==> src/rtl/tile_consts.svh <==
/* geometry and memory widths for the scroll layer
   buffer entries above the visible line width are scratch for the fine scroll
   the unmapped colour is a 4-bit literal */
`ifndef TILE_CONSTS_SVH
`define TILE_CONSTS_SVH

// visible pixels per scan line
`define TILE_LINE_W 448

// entries per line buffer bank
`define TILE_BUF_DEPTH 512
`define TILE_BUF_AW 9

// word address widths of the two memories
`define TILE_VRAM_AW 17
`define TILE_ROM_AW 20

// shown for tiles whose code falls outside the bank mask
`define TILE_UNMAPPED_COLOUR 4'hf

`endif

==> src/rtl/tile_pkg.sv <==
/* shared types for the scroll layer
   line_px_t keeps the palette above the colour, as the line buffer stores it
   layer_cfg_t size must be one-hot while a fetch runs */
`include "tile_consts.svh"

package tile_pkg;

    // second VRAM word of a tile map entry
    typedef struct packed {
        logic [8:0] rsvd;
        logic       vflip;
        logic       hflip;
        logic [4:0] pal;
    } tile_attr_t;

    typedef struct packed {
        logic [4:0] pal;
        logic [3:0] colour;
    } line_px_t;

    // one write into the line buffer
    typedef struct packed {
        logic                    wr;
        logic                    bank;
        logic [`TILE_BUF_AW-1:0] addr;
        line_px_t                data;
    } buf_write_t;

    typedef struct packed {
        logic [2:0]  size;          // bit 0 8x8, bit 1 16x16, bit 2 32x32
        logic [15:0] vram_base;
        logic [15:0] hpos;
        logic [15:0] vpos;
        logic [3:0]  bank_offset;
        logic [3:0]  bank_mask;
    } layer_cfg_t;

endpackage

==> src/rtl/line_scanout.sv <==
/* reads the displayed bank one pixel per pix_en
   line_start swaps banks and must not come while a fetch runs
   pixel and pix_valid follow pix_en by two cycles, no back-pressure */
`timescale 1ns/1ps
`include "tile_consts.svh"

module line_scanout (
    input  logic                    clk,
    input  logic                    rst,
    input  logic                    line_start,
    input  logic                    pix_en,
    input  tile_pkg::line_px_t      rdata,
    output logic                    rbank,
    output logic [`TILE_BUF_AW-1:0] raddr,
    output tile_pkg::line_px_t      pixel,
    output logic                    pix_valid
);
    logic issue;
    logic rd_v;     // read in flight in the buffer

    // pixels past the visible width are dropped
    assign issue = pix_en && !line_start && (raddr < 9'(`TILE_LINE_W));

    always_ff @(posedge clk or posedge rst) begin
        if (rst) begin
            rbank     <= 1'b0;
            raddr     <= '0;
            rd_v      <= 1'b0;
            pix_valid <= 1'b0;
        end else begin
            if (line_start) begin
                rbank <= ~rbank;
                raddr <= '0;
            end else if (issue) begin
                raddr <= raddr + 1'b1;
            end
            rd_v      <= issue;
            pix_valid <= rd_v;
        end
    end

    always_ff @(posedge clk) begin
        if (rd_v)
            pixel <= rdata;     // buffer output for the previous raddr
    end

endmodule

==> config.mk <==
export PLATFORM = sky130hd
export DESIGN_NAME = line_scanout
export DESIGN_NICKNAME = d
export VERILOG_FILES = /design/src/rtl/tile_pkg.sv /design/src/rtl/line_scanout.sv
export VERILOG_INCLUDE_DIRS = /design/src /design/src/rtl
export SDC_FILE = /design/constraint.sdc
export NUM_CORES = 1
export LEC_CHECK = 0
export CAP_MARGIN = 10
export CORE_MARGIN = 2
export CORE_UTILIZATION = 45
export DETAILED_ROUTE_END_ITERATION = 10
export DONT_BUFFER_PORTS = 1
export PLACE_DENSITY = 0.64
export SLEW_MARGIN = 20
export SYNTH_ARGS = -nofsm -noshare
export SYNTH_HDL_FRONTEND = slang
export SYNTH_SLANG_ARGS = --single-unit
==> constraint.sdc <==
create_clock -name clk -period 2.72 [get_ports clk]
set_input_delay 0.544 -clock clk [delete_from_list [all_inputs] [get_ports clk]]
set_output_delay 0.544 -clock clk [all_outputs]
set_load 0.1 [all_outputs]
==> summary.md <==
| Metric | Value |
|---|---|
| Core ar. | 1750 um2 |
| Avg Vias per Cell | 5.49 |
| # resized after CTS | 0 |
| Hold WC Path Type | primary input to async pin |
| Postcts setup bufs | 0 |
| DP Worst Slack | 1.09 ns |
| Cell area after synthesis | 838 um2 |
| Endpoint class of the critical path | output port |
| Synthesized area per cell | 12.9 um2 |
| Die height | 47.2 um |
| WL final | 1500 um |
| Multi-input gate area | 234 um2 |
| FF-to-FF Start | raddr[1] |
| ANT cells | 0 |
| HPWL after DPL | 1140 um |
| Synth top area cells | dfrtp_1, edfxtp_1, a21oi_1 |
| CTS Root Cell | clkbuf_4 |
| Worst Setup SP | rbank |
| CP Class | flop to output port |
| Final number of max-transition violations | 0 |
| Unrepaired setup endpoints after global routing | no |
| First-pass DRT Iterations | 4 |
| Worst-path clk slew | 0.12 ns |
| Max VDD drop | 0.357 mV |
| Min cycle time layout | 1.82 ns |
| Port Buf Inserts | 0 |
| Slew headroom | 0.385 |
| Most common cell after layout, fill and taps aside | dfrtp_1 |
| Maximum root-to-sink buffer count | 2 |
| CTS tree | yes |
| Die X | 47.2 um |
| GRT Util Overall | 0.142 |
| #FFs+latches synth | 21 |
| Setup violations, final | 0 |
| Fin. Hold Viols | 0 |
| R2r setup slk | 1.06 ns |
| Worst slew pin tran | 0.922 ns |
| Post-DRT Antenna Nets | 0 |
| Fill cell count | 146 |
| Initial antenna violation count | 0 |
| Worst-path fanout max | 2 |
| Largest net degree at the start of global routing | 13 |
| Die area | 2220 um2 |
| Gate Count Post-Synth | 65 |
| Synthesis-to-layout area growth | 13.3% |
| Syn nets | 79 |
| Post-route non-filler standard cell count | 101 |
| Top Ports | 33 |
| 1st-iter DRT viols | 7 |
| Hold buffers post-CTS | 0 |
| Part of the Yosys area used for sequential elements | 0.681 |
| Clock skew | 0.0117 ns |
| Tcrit/Tclk final | 0.668 |
| CTS H-Tree Depth | 1 |
| Gpl congestion | 0.773 |
| Layout cell share with drive strength beyond 1 | 0.184 |
| First-pass GRT wire length | 2170 um |
| Fin worst setup slack | 0.903 ns |
| CTS Buf Count | 3 |
| Initial core utilization | 0.480 |
| Most frequent cells in the layout | dfrtp_1, edfxtp_1, buf_4 |
| Synth warnings | 0 |
| # rows | 15 |
| Top cell type's share of synthesized area | 0.358 |
| # nets final | 91 |
| Clk_lat worst skew | 0.30 ns |
| Crit path required time | 2.18 ns |
| Outcome | completed |
| Fmax | 550 MHz |
| Placed insts | 97 |
| Post-route DRC violation count | 0 |
| Max Cap Violations | 0 |
| DR vias | 554 |
| WL/cell | 14.9 um |
| Largest area contributor in the netlist | dfrtp_1 |
| CP Launch Type | flop |
| Pleak | 0.386 nW |
| Power per standard cell area | 679 nW/um2 |
| Total Neg Setup Slack | 0 ns |
| CTS Sinks | 21 |
| Number of distinct library cells after synthesis | 22 |
| Reg area | 571 um2 |
| Critical Path AT | 1.27 ns |
| Number of global-route vias before repair | 477 |
| Gr ovfl total | 0 |
[stage by stage]
stage / instance area [um2] / power (W) / utilization / hold WS (ns)
2_1_floorplan: 838 / 0.000498 / - / 0.409
3_3_place_gp: 922 / 0.000505 / 0.528 / 0.466
3_5_place_dp: 922 / 0.000506 / 0.528 / 0.474
4_1_cts: 950 / 0.000650 / 0.544 / 0.133
5_1_grt: 950 / 0.000672 / 0.544 / 0.144
6_report: 950 / 0.000645 / 0.544 / 0.122
[layer usage]
layer,track usage,share of wire
met1,0.180,0.46
met2,0.205,0.46
met3,0.0692,0.076
met4,0.0611,0
met5,0,0
[flip-flops by register name, summed over array words and instances (netlist names)]
signal,cells
pixel,9
rd_v,1
raddr,9
pix_valid,1
rbank,1
[cells by family after synthesis]
logic type | Yosys count | synth area share
flip-flops | 21 | 0.681
AND/OR/NAND/NOR | 18 | 0.121
AO/OA/AOI/OAI | 17 | 0.133
buffers and inverters | 7 | 0.0403
XOR/XNOR | 1 | 0.0104
adder cells (fa/ha/maj) | 1 | 0.0149
[cell usage after synthesis]
| cell type | instances |
|---|---|
| o21ai_0 | 2 |
| o41ai_1 | 1 |
| or4_1 | 3 |
| o311ai_0 | 2 |
| nand2_1 | 4 |
| edfxtp_1 | 9 |
| or3_2 | 1 |
| o21a_1 | 1 |
| o31ai_1 | 4 |
| dfrtp_1 | 12 |
| and3b_1 | 1 |
| inv_1 | 5 |
| nand4_1 | 1 |
| clkbuf_1 | 1 |
| xor2_1 | 1 |
| a21o_1 | 1 |
| nor3_1 | 2 |
| nand3_1 | 5 |
| a21oi_1 | 6 |
| ha_1 | 1 |
| buf_6 | 1 |
| and3_1 | 1 |
[worst paths after layout]
kind / to / depth (start not counted)
max in group asynchronous: raddr[4] / 1
min reg2reg: raddr[4] / 1
min in group clk: raddr[5] / 1
max: rbank / 0
max reg2reg: raddr[7] / 4
min: raddr[3] / 1
[report_power, final]
part           total [W]  switching (W)  internal, W
combinational  0.0000361      0.0000264   0.00000971
clock           0.000147      0.0000918    0.0000547
sequential      0.000462       0.000114     0.000348
[area by class of cell]
type | instances | share of cell area
sequential | 21 | 0.601
multi-input combinational | 37 | 0.246
timing repair buffer | 9 | 0.0711
tap | 25 | 0.0329
clock buffer | 3 | 0.0237
inverter | 5 | 0.0198
clock inverter | 1 | 0.00527
No activity file was read; power rests on OpenSTA's default activity.
