## config.mk

```make
export PLATFORM = sky130hd
export DESIGN_NAME = tile_line_fetch
export DESIGN_NICKNAME = d
export VERILOG_FILES = /design/src/rtl/tile_pkg.sv /design/src/rtl/tile_line_fetch.sv
export VERILOG_INCLUDE_DIRS = /design/src /design/src/rtl
export SDC_FILE = /design/constraint.sdc
export NUM_CORES = 1
export LEC_CHECK = 0
export ABC_AREA = 1
export BUFFER_PORTS_ARGS = -buffer_cell sky130_fd_sc_hd__clkbuf_2
export CORE_MARGIN = 2
export CORE_UTILIZATION = 50
export CTS_BUF_LIST = sky130_fd_sc_hd__clkbuf_8
export DETAILED_ROUTE_END_ITERATION = 7
export GPL_ROUTABILITY_DRIVEN = 0
export PLACE_DENSITY_LB_ADDON = 0.25
export SKIP_CTS_REPAIR_TIMING = 1
export SLEW_MARGIN = 5
export SYNTH_ARGS = -nofsm -noshare
export SYNTH_HDL_FRONTEND = slang
export SYNTH_SLANG_ARGS = --single-unit
export TNS_END_PERCENT = 100
```

## constraint.sdc

```tcl
create_clock -name clk -period 5.2 [get_ports clk]
set_input_delay 0.52 -clock clk [delete_from_list [all_inputs] [get_ports clk]]
set_output_delay 0.52 -clock clk [all_outputs]
set_load 0.03 [all_outputs]
```

## src/rtl/tile_consts.svh

```systemverilog
/* geometry and memory widths for the scroll layer
   buffer entries above the visible line width are scratch for the fine scroll
   the unmapped colour is a 4-bit literal */
`ifndef TILE_CONSTS_SVH
`define TILE_CONSTS_SVH

// visible pixels per scan line
`define TILE_LINE_W 448

// entries per line buffer bank
`define TILE_BUF_DEPTH 512
`define TILE_BUF_AW 9

// word address widths of the two memories
`define TILE_VRAM_AW 17
`define TILE_ROM_AW 20

// shown for tiles whose code falls outside the bank mask
`define TILE_UNMAPPED_COLOUR 4'hf

`endif

```

## src/rtl/tile_pkg.sv

```systemverilog
/* shared types for the scroll layer
   line_px_t keeps the palette above the colour, as the line buffer stores it
   layer_cfg_t size must be one-hot while a fetch runs */
`include "tile_consts.svh"

package tile_pkg;

    // second VRAM word of a tile map entry
    typedef struct packed {
        logic [8:0] rsvd;
        logic       vflip;
        logic       hflip;
        logic [4:0] pal;
    } tile_attr_t;

    typedef struct packed {
        logic [4:0] pal;
        logic [3:0] colour;
    } line_px_t;

    // one write into the line buffer
    typedef struct packed {
        logic                    wr;
        logic                    bank;
        logic [`TILE_BUF_AW-1:0] addr;
        line_px_t                data;
    } buf_write_t;

    typedef struct packed {
        logic [2:0]  size;          // bit 0 8x8, bit 1 16x16, bit 2 32x32
        logic [15:0] vram_base;
        logic [15:0] hpos;
        logic [15:0] vpos;
        logic [3:0]  bank_offset;
        logic [3:0]  bank_mask;
    } layer_cfg_t;

endpackage

```

## src/rtl/tile_line_fetch.sv

```systemverilog
/* renders one scan line of a scroll layer into the bank given by wbank
   cfg and vrender must stay stable from start until done
   each address change is followed by one dead cycle before ok is sampled */
`timescale 1ns/1ps
`include "tile_consts.svh"

module tile_line_fetch (
    input  logic                     clk,
    input  logic                     rst,
    input  tile_pkg::layer_cfg_t     cfg,
    input  logic [8:0]               vrender,
    input  logic                     start,
    input  logic                     stop,
    input  logic                     wbank,
    input  logic [15:0]              vram_data,
    input  logic                     vram_ok,
    input  logic [31:0]              rom_data,
    input  logic                     rom_ok,
    output logic                     done,
    output logic [`TILE_VRAM_AW-1:0] vram_addr,
    output logic                     vram_cs,
    output logic [`TILE_ROM_AW-1:0]  rom_addr,
    output logic                     rom_half,
    output logic                     rom_cs,
    output tile_pkg::buf_write_t     bw
);
    import tile_pkg::*;

    typedef enum logic [3:0] {
        S_IDLE,
        S_MAP,
        S_CODE_W,
        S_CODE,
        S_ATTR_W,
        S_ATTR,
        S_ROM,
        S_ROM_W,
        S_WORD,
        S_PIX
    } fetch_st_t;

    fetch_st_t st;

    logic [10:0] vn;            // line within the map
    logic [10:0] hn;            // left edge of the current tile
    logic [15:0] code;
    tile_attr_t  attr;
    logic [31:0] pxl;
    logic [2:0]  pix_cnt;
    logic [1:0]  word_k;        // word of the tile row, from the left
    logic [8:0]  waddr;         // next buffer address

    logic        wr_q;
    logic        wr_bank_q;
    logic [8:0]  wr_addr_q;
    line_px_t    wr_px_q;

    logic [5:0]  tile_w;
    logic [4:0]  fine_mask;
    logic [1:0]  word_mask;
    logic [11:0] scan;
    logic [`TILE_VRAM_AW-1:0] map_addr;
    logic [15:0] code2;
    logic        unmapped;
    logic [4:0]  row;
    logic [1:0]  flip_mask;
    logic [1:0]  j_next;
    logic        last_word;
    logic        last_px;
    logic [3:0]  px_colour;
    logic [`TILE_ROM_AW-1:0] rom_row;
    logic [`TILE_ROM_AW-1:0] rom_first;

    assign tile_w    = {cfg.size, 3'b000};
    assign fine_mask = tile_w[4:0] - 5'd1;   // 32 wraps to 31
    assign word_mask = {cfg.size[2], cfg.size[2] | cfg.size[1]};

    // tile map scan order, high row bits, column, low row bits
    always_comb begin
        case (cfg.size)
            3'b001:  scan = {vn[8], hn[8:3], vn[7:3]};
            3'b010:  scan = {vn[9:8], hn[9:4], vn[7:4]};
            3'b100:  scan = {vn[10:8], hn[10:5], vn[7:5]};
            default: scan = 12'd0;
        endcase
    end

    assign map_addr = {cfg.vram_base[9:1], 8'd0} + {4'd0, scan, 1'b0};

    assign code2    = {code[15:12] & cfg.bank_mask, code[11:0]};
    assign unmapped = |(code[15:12] & ~cfg.bank_mask);

    assign row       = vn[4:0] ^ {5{attr.vflip}};
    assign flip_mask = {2{attr.hflip}} & word_mask;  // first word with hflip is the last one
    assign j_next    = (word_k + 2'd1) ^ flip_mask;
    assign last_word = (word_k == word_mask);
    assign last_px   = (waddr == 9'(`TILE_LINE_W - 1));

    always_comb begin
        case (cfg.size)
            3'b001:  rom_row = {1'b0, code2, row[2:0]};
            3'b010:  rom_row = {code2, row[3:0]};
            3'b100:  rom_row = {code2[13:0], row, flip_mask[1]};
            default: rom_row = '0;
        endcase
    end

    assign rom_first = {cfg.bank_offset, 16'd0} | rom_row;

    // planar pixel from the edge of the shift register
    always_comb begin
        if (unmapped)
            px_colour = `TILE_UNMAPPED_COLOUR;
        else if (attr.hflip)
            px_colour = {pxl[24], pxl[16], pxl[8], pxl[0]};
        else
            px_colour = {pxl[31], pxl[23], pxl[15], pxl[7]};
    end

    assign bw = '{wr: wr_q, bank: wr_bank_q, addr: wr_addr_q, data: wr_px_q};

    always_ff @(posedge clk or posedge rst) begin
        if (rst) begin
            st      <= S_IDLE;
            done    <= 1'b0;
            vram_cs <= 1'b0;
            rom_cs  <= 1'b0;
            wr_q    <= 1'b0;
        end else begin
            done <= 1'b0;
            wr_q <= 1'b0;
            case (st)
                S_IDLE:   if (start) st <= S_MAP;
                S_MAP: begin
                    vram_cs <= 1'b1;
                    st      <= S_CODE_W;
                end
                S_CODE_W: st <= S_CODE;
                S_CODE:   if (vram_ok) st <= S_ATTR_W;
                S_ATTR_W: st <= S_ATTR;
                S_ATTR:   if (vram_ok) st <= S_ROM;
                S_ROM: begin
                    rom_cs <= 1'b1;
                    st     <= S_ROM_W;
                end
                S_ROM_W:  st <= S_WORD;
                S_WORD:   if (rom_ok) st <= S_PIX;
                S_PIX: begin
                    wr_q <= 1'b1;
                    if (last_px) begin
                        done    <= 1'b1;
                        vram_cs <= 1'b0;
                        rom_cs  <= 1'b0;
                        st      <= S_IDLE;
                    end else if (pix_cnt == 3'd7) begin
                        st <= last_word ? S_MAP : S_ROM_W;
                    end
                end
                default:  st <= S_IDLE;
            endcase
            if (stop) begin     // abandon the rest of the line
                done    <= 1'b1;
                vram_cs <= 1'b0;
                rom_cs  <= 1'b0;
                st      <= S_IDLE;
            end
        end
    end

    always_ff @(posedge clk) begin
        case (st)
            S_IDLE: begin
                vn    <= cfg.vpos[10:0] + {2'b00, vrender};
                hn    <= cfg.hpos[10:0] & ~{6'd0, fine_mask};
                waddr <= 9'd0 - {4'd0, cfg.hpos[4:0] & fine_mask};
            end
            S_MAP:  vram_addr <= map_addr;
            S_CODE: if (vram_ok) begin
                code      <= vram_data;
                vram_addr <= vram_addr + 1'b1;  // attribute word follows
            end
            S_ATTR: if (vram_ok) attr <= vram_data;
            S_ROM: begin
                rom_addr <= rom_first;
                rom_half <= flip_mask[0];
                word_k   <= 2'd0;
                hn       <= hn + {5'd0, tile_w};
            end
            S_WORD: if (rom_ok) begin
                pxl     <= rom_data;
                pix_cnt <= 3'd0;
            end
            S_PIX: begin
                wr_bank_q <= wbank;
                wr_addr_q <= waddr;
                wr_px_q   <= '{pal: attr.pal, colour: px_colour};
                waddr     <= waddr + 9'd1;
                pxl       <= attr.hflip ? pxl >> 1 : pxl << 1;
                pix_cnt   <= pix_cnt + 3'd1;
                if (pix_cnt == 3'd7 && !last_word) begin
                    word_k   <= word_k + 2'd1;
                    rom_half <= j_next[0];
                    if (cfg.size[2])
                        rom_addr[0] <= j_next[1];
                end
            end
            default: ;
        endcase
    end

    // the tile size decides the scan and the ROM layout for the whole line
    a_size_onehot: assert property (@(posedge clk) disable iff (rst)
        (st != S_IDLE) |-> $onehot(cfg.size));

    a_rom_idle: assert property (@(posedge clk) disable iff (rst)
        (st == S_IDLE) |-> !rom_cs);

endmodule

```

==> summary.md, run 1 <==
| Metric | Value |
|---|---|
| Worst path most repeated cell | nand2_1 |
| CTS tree | built |
| Cts bufs inserted | 17 |
| Async SR Flop Fraction | 5.23% |
| Cell area after synthesis | 8340 µm² |
| Pwr dens | 409 nW/µm² |
| Worst hold slack | 0.229 ns |
| Core Box Area | 16,500 µm² |
| Routed wire length | 19,100 µm |
| Final Skew | 0.0152 ns |
| Number of synthesized flops with an enable pin | 145 |
| Sw Pwr | 1.51 mW |
| RSZ-0062 raised after global routing | no |
| Commonest cells after routing, fill and taps aside | nand2_1, clkbuf_2, edfxtp_1 |
| Sequential share of power | 49.9% |
| CTS root buffer | clkbuf_8 |
| Startpoint types | input pin |
| Status | complete, no violations |
| Antenna Cells | 0 |
| Detailed Routing Iterations Pass 1 | 5 |
| Register area share after synthesis | 54.6% |
| I/O Buffers | 166 |
| Via-to-Cell Ratio | 5.28 |
| Minimum clock period | 3.16 ns |
| DRC violations left | 0 |
| Syn-to-layout area delta | 15.6% |
| Vias in the first global route | 6,179 |
| First-pass GRT wire length | 30,400 µm |
| Largest net degree at the start of global routing | 84 |
| Arr. time, crit path | 3.37 ns |
| Htree depth | 4 |
| Initial antenna violation count | 0 |
| Critical path, cell by cell | clkbuf_2 -> inv_1 -> ha_1 -> nand2_1 -> inv_1 -> nand2_1 -> o221ai_1 -> ha_1 -> nand2_1 -> or2_2 -> nand3_1 -> nand2_1 -> nand3_1 -> nand2_1 |
| DP HPWL | 13,900 µm |
| Final hold violation count | 0 |
| Clock share of power | 19.5% |
| Rows | 47 |
| Die width | 133 µm |
| Critical-path top delay cell | nand2_1 |
| WL/cell | 15.0 µm |
| Crit Path Class | input pin to flop |
| Worst R2R Path Depth | 6 |
| Buf/Inv on CP | 3 |
| Yosys warns | 0 |
| DRT iter0 DRCs | 515 |
| Most common cell after layout, fill and taps aside | nand2_1 |
| Initial core utilization | 50.6% |
| Peak VDD IR | 0.201 mV |
| Pwr Total | 3.94 mW |
| Leakage power | 4.29 nW |
| Hold Crit Depth | 2 |
| Antenna Nets Post-Route | 0 |
| Cells after DPL | 1,242 |
| Ys flop type | edfxtp_1 |
| CP peak stage delay | 0.64 ns |
| Clock-pin slew of the registers on the worst-case setup and hold paths | 0.08 ns |
| Data required time of the worst path | 5.41 ns |
| Combinational share of power | 30.5% |
| Top fanout value on the critical path | 26 |
| Synth cell types | 46 |
| CP endpoint kind | flop |
| Syn nets | 1,033 |
| Die Span Y | 133 µm |
| Max_cap viols | 0 |
| Slew headroom | 24.8% |
| Final period utilization | 60.8% |
| Via Count | 6,724 |
| Cell count after synthesis | 882 |
| Worst-margin pin slew | 1.12 ns |
| I/O pin total | 184 |
| Min-delay worst type | input pin to flop |
| TNS Setup | 0 ns |
| Seq cells post-synth | 153 |
| Register-to-register setup slack | 2.87 ns |
| Tot GR Track Use | 21.9% |
| CTS Buffer Depth | 2 |
| Fill cell count | 1,486 |
| Switch share | 38.3% |
| Clock Latency Late Sink | 0.47 ns |
| Util after Layout | 58.5% |
| Max Fclk | 316 MHz |
| Fin cells | 1,274 |
| Worst path depth | 14 |
| Share of layout cells above drive strength 1 | 21.1% |
| Int Pwr | 2.43 mW |
| Post-layout net count | 1,193 |
| Final Max Slew Viols | 0 |
| Syn avg cell area | 9.45 µm² |
| Die area | 17,700 µm² |
| Count of final setup violators | 0 |
| Clock Sinks | 153 |
| Largest delay share family, worst path | simple AND/OR/NAND/NOR gates |
| Global route overflow | 0 |
final timing paths:
path,start,endpoint
max reg2reg,st[2],hn[8]
min in group asynchronous,rst,wr_q
max in group asynchronous,rst,st[3]
min reg2reg,attr[2],bw[6]
min,stop,vram_cs
max,cfg[56],vram_addr[14]
layer usage:
metal	vias up	GRT usage, %	part of all wire [%]
li1	3375	-	-
met3	25	4.91	5.7
met5	-	0	0
met1	3119	30.9	48
met2	205	33.5	45
met4	0	8.22	2.0
cell type report:
class | count | area (µm²) | area share (%)
multi-input combinational | 588 | 3190 | 33.1
sequential | 153 | 4550 | 47.3
timing repair buffer | 172 | 878 | 9.12
tap | 220 | 275 | 2.86
inverter | 110 | 418 | 4.34
clock buffer | 17 | 234 | 2.43
clock inverter | 14 | 85.1 | 0.883
power by group through the flow:
stage	clock [mW]	sequential [mW]	combinational, mW
detailed placement	0	1.99	1.20
floorplan	0	2.06	0.758
CTS	0.784	1.96	1.21
global route	0.829	2.00	1.35
global placement	0	1.98	1.18
finish	0.769	1.97	1.20
sequential cells by signal (all words and copies together) (netlist names):
register and count:
st 4, vram_addr 17, wr_q 1, hn 8, waddr 9, attr 7
code 16, rom_cs 1, vn 11, rom_half 1, pxl 32, word_k 2
rom_addr 20, pix_cnt 3, bw 9, wr_bank_q 1, done 1, wr_addr_q 9
vram_cs 1
per-stage QoR:
| step | setup WS, ns | cell area (µm²) |
|---|---|---|
| floorplan | 1.52 | 8340 |
| global placement | 1.66 | 9310 |
| detailed placement | 1.64 | 9310 |
| CTS | 2.12 | 9620 |
| global route | 1.77 | 9630 |
| finish | 2.04 | 9630 |
cells by family (layout without fill, tap and decap cells):
| logic type | after synthesis | after routing | synth area share (%) |
|---|---|---|---|
| and+or+nand+nor | 374 | 374 | 19.1 |
| adders and majority gates | 28 | 28 | 4.47 |
| AOI/OAI and AO/OA | 160 | 160 | 11.8 |
| buffers and inverters | 141 | 313 | 7.24 |
| xor gates and xnor gates | 26 | 26 | 2.73 |
| DFF | 153 | 153 | 54.6 |
cells in the mapped netlist (2+ instances only):
cell type / number / share of area [%]
nand2_1: 208 / 9.4
edfxtp_1: 145 / 52
inv_1: 102 / 4.6
nor2_1: 77 / 3.5
nand3_1: 52 / 3.1
o21ai_0: 45 / 2.7
a21oi_1: 32 / 1.9
a31oi_1: 31 / 2.3
ha_1: 25 / 3.8
xor2_1: 17 / 1.8
nand4_1: 16 / 1.2
o221ai_1: 16 / 1.7
o22ai_1: 11 / 0.83
buf_2: 10 / 0.60
buf_4: 9 / 0.81
clkbuf_1: 9 / 0.41
xnor2_1: 9 / 0.95
dfrtp_1: 8 / 2.4
o21ai_1: 7 / 0.42
inv_2: 5 / 0.23
nand3b_1: 5 / 0.45
buf_6: 3 / 0.41
fa_1: 3 / 0.72
nor2_4: 3 / 0.41
nor3_1: 3 / 0.18
o21bai_1: 3 / 0.27
or2_2: 3 / 0.23
a21boi_0: 2 / 0.18
clkinv_1: 2 / 0.090
nand2_2: 2 / 0.15
nand2_4: 2 / 0.27
nor2_2: 2 / 0.15
o31ai_1: 2 / 0.18
No activity file was read; power rests on OpenSTA's default activity.
==> run 2, diff against run 1 <==
- clock period: 5.2 -> 2.92 ns (I/O delays scaled with it)
==> run 2 against run 1 <==
- core utilization increased by 1.1 points
- worst hold slack got worse by 0.22 ns
- sequential power increased by 78%
- critical path depth decreased by 1
- cell count increased by 0.86%
- sequential cell count unchanged
- worst setup slack got worse by 1.4 ns
- register-to-register slack got worse by 2.3 ns
- count of clock-buffer cells in the layout increased by 4
- via count increased by 1.4%
- first-iteration DRC count decreased by 15%
- largest power group unchanged
==> summary.md, run 2 (synthesis results as in run 1) <==
| Metric | Value |
|---|---|
| Arr. time, crit path | 2.52 ns (-0.85 ns) |
| RSZ-0062 raised after global routing | no |
| Syn-to-layout area delta | 17.8% |
| Pwr dens | 750 nW/µm² (+84%) |
| Data required time of the worst path | 3.12 ns (-2.29 ns) |
| Detailed Routing Iterations Pass 1 | 7 (+2) |
| Largest Register | pxl |
| Final period utilization | 79.3% |
| TNS Setup | 0 ns (unchanged) |
| Hold Crit Depth | 2 (unchanged) |
| Initial core utilization | 50.6% (unchanged) |
| WL/cell | 15.0 µm (about the same) |
| Antenna Nets Post-Route | 0 (unchanged) |
| Worst R2R Path Depth | 13 (+7) |
| Status | complete, no violations |
| Routed wire length | 19,200 µm (+0.85%) |
| Tot GR Track Use | 21.9% (about the same) |
| Largest net degree at the start of global routing | 46 (-45%) |
| Post-Place Cell Area | 9370 µm² (+0.65%) |
| Commonest cells after routing, fill and taps aside | nand2_1, clkbuf_2, edfxtp_1 |
| CTS root buffer | clkbuf_8 |
| Top fanout value on the critical path | 5 (-81%) |
| I/O pin total | 184 (unchanged) |
| Pwr Total | 7.37 mW (+87%) |
| Min-Delay Endpoint | vram_cs |
| Core Box Area | 16,500 µm² (unchanged) |
| Via Count | 6,818 (+1.4%) |
| CTS Buffer Depth | 2 (unchanged) |
| Register-to-register setup slack | 0.60 ns (-2.27 ns) |
| Post-route setup slack | 0.603 ns (-1.43 ns) |
| DP Worst Slack | 0.273 ns (-1.37 ns) |
| Met2 Use GR | 34.5% (+0.95 points) |
| CP endpoint kind | flop |
| Clock-pin slew of the registers on the worst-case setup and hold paths | 0.08 ns (about the same) |
| Peak VDD IR | 0.367 mV (+83%) |
| Final Max Slew Viols | 0 (unchanged) |
| Critical R2R Launch | hn[7] |
| Worst-margin pin slew | 1.10 ns (-0.0255 ns) |
| Final instance area | 9820 µm² (+1.9%) |
| Util after Layout | 59.6% (+1.1 points) |
| First-pass GRT wire length | 30,700 µm (+0.86%) |
| I/O Buffers | 166 (unchanged) |
| Via-to-Cell Ratio | 5.31 (+0.53%) |
| RR Endpoint | vram_addr[16] |
| Most common cell after layout, fill and taps aside | nand2_1 |
| DP HPWL | 14,300 µm (+3.4%) |
| Clock Sinks | 153 (unchanged) |
| Die area | 17,700 µm² (unchanged) |
| Post-layout net count | 1,203 (+0.84%) |
| Htree depth | 4 (unchanged) |
| Largest register FFs | 32 (unchanged) |
| Final hold violation count | 0 (unchanged) |
| Rows | 47 (unchanged) |
| Clock Latency Late Sink | 0.45 ns (-0.02 ns) |
| Initial antenna violation count | 0 (unchanged) |
| Share of layout cells above drive strength 1 | 21.7% (+0.63 points) |
| Worst Hold Launch | stop |
| Global route overflow | 0 (unchanged) |
| Slew headroom | 26.6% (+1.7 points) |
| Final Skew | 0.0121 ns (-0.00313 ns) |
| Top Registers | pxl (32), rom_addr (20), vram_addr (17) |
| Leakage power | 4.40 nW (+2.5%) |
| Minimum clock period | 2.32 ns |
| CTS tree | built |
| Crit Path Class | flop to flop |
| Met1 usage | 31.3% (+0.44 points) |
| Cts bufs inserted | 17 (unchanged) |
| Max_cap viols | 0 (unchanged) |
| Die width | 133 µm (unchanged) |
| Min-delay worst type | input pin to flop |
| Vias in the first global route | 6,302 (+2.0%) |
| Die Span Y | 133 µm (unchanged) |
| Antenna Cells | 0 (unchanged) |
| Max Fclk | 432 MHz |
| Count of final setup violators | 0 (unchanged) |
| DRC violations left | 0 (unchanged) |
| GRT Max-Usage Layer | met2 |
| DRT iter0 DRCs | 438 (-15%) |
| Grt met3 use | 3.46% (-1.4 points) |
| Startpoint types | flop |
## run 2: metrics by stage
step,hold WS [ns],std cells
2_1_floorplan,0.108,882
3_3_place_gp,0.244,1250
3_5_place_dp,0.248,1250
4_1_cts,-0.249,1282
5_1_grt,0.00249,1285
6_report,0.00908,1285
## run 2: power by group
| part | total [mW] | switching [mW] | internal [mW] |
|---|---|---|---|
| Combinational | 2.16 | 1.50 | 0.662 |
| Clock | 1.69 | 0.768 | 0.925 |
| Sequential | 3.51 | 0.400 | 3.11 |
| Total | 7.37 | 2.67 | 4.70 |
## run 2: layer usage
metal / wire length (µm) / up-vias
met5: 0 / -
met2: 8810 / 258
met3: 1250 / 29
met1: 8820 / 3149
li1: - / 3382
met4: 362 / 0
## run 2: final cells by class
class                   instances  area (µm²)
flip-flops and latches        153        4550
clock buffers                  21         289
fillers                      1469        6650
clock inverters                11         131
well taps                     220         275
repair buffers                182         958
inverters                     110         418
multi-input cells             588        3190
## run 2: worst max-delay path by stage
| stage | from | to | slack [ns] | depth (start not counted) |
|---|---|---|---|---|
| after floorplan | st[1] | pix_cnt[0] | 0.18 | 3 |
| after global placement | cfg[56] | vram_addr[16] | 0.33 | 16 |
| after detailed placement | cfg[57] | vram_addr[16] | 0.27 | 16 |
| after CTS | hn[7] | vram_addr[16] | 0.64 | 13 |
| after global routing | hn[7] | vram_addr[16] | 0.41 | 13 |
| final | hn[7] | vram_addr[16] | 0.60 | 13 |
## run 2: worst max-delay path: stages (launching register included)
cell,delay (ns)
edfxtp_1,0.43
inv_1,0.08
o221ai_1,0.22
ha_1,0.24
inv_1,0.06
fa_1,0.38
inv_1,0.12
nand3_1,0.08
nand2_1,0.11
nand4_1,0.11
nand2_1,0.08
nand2_1,0.05
nand3_1,0.06
nand2_1,0.06
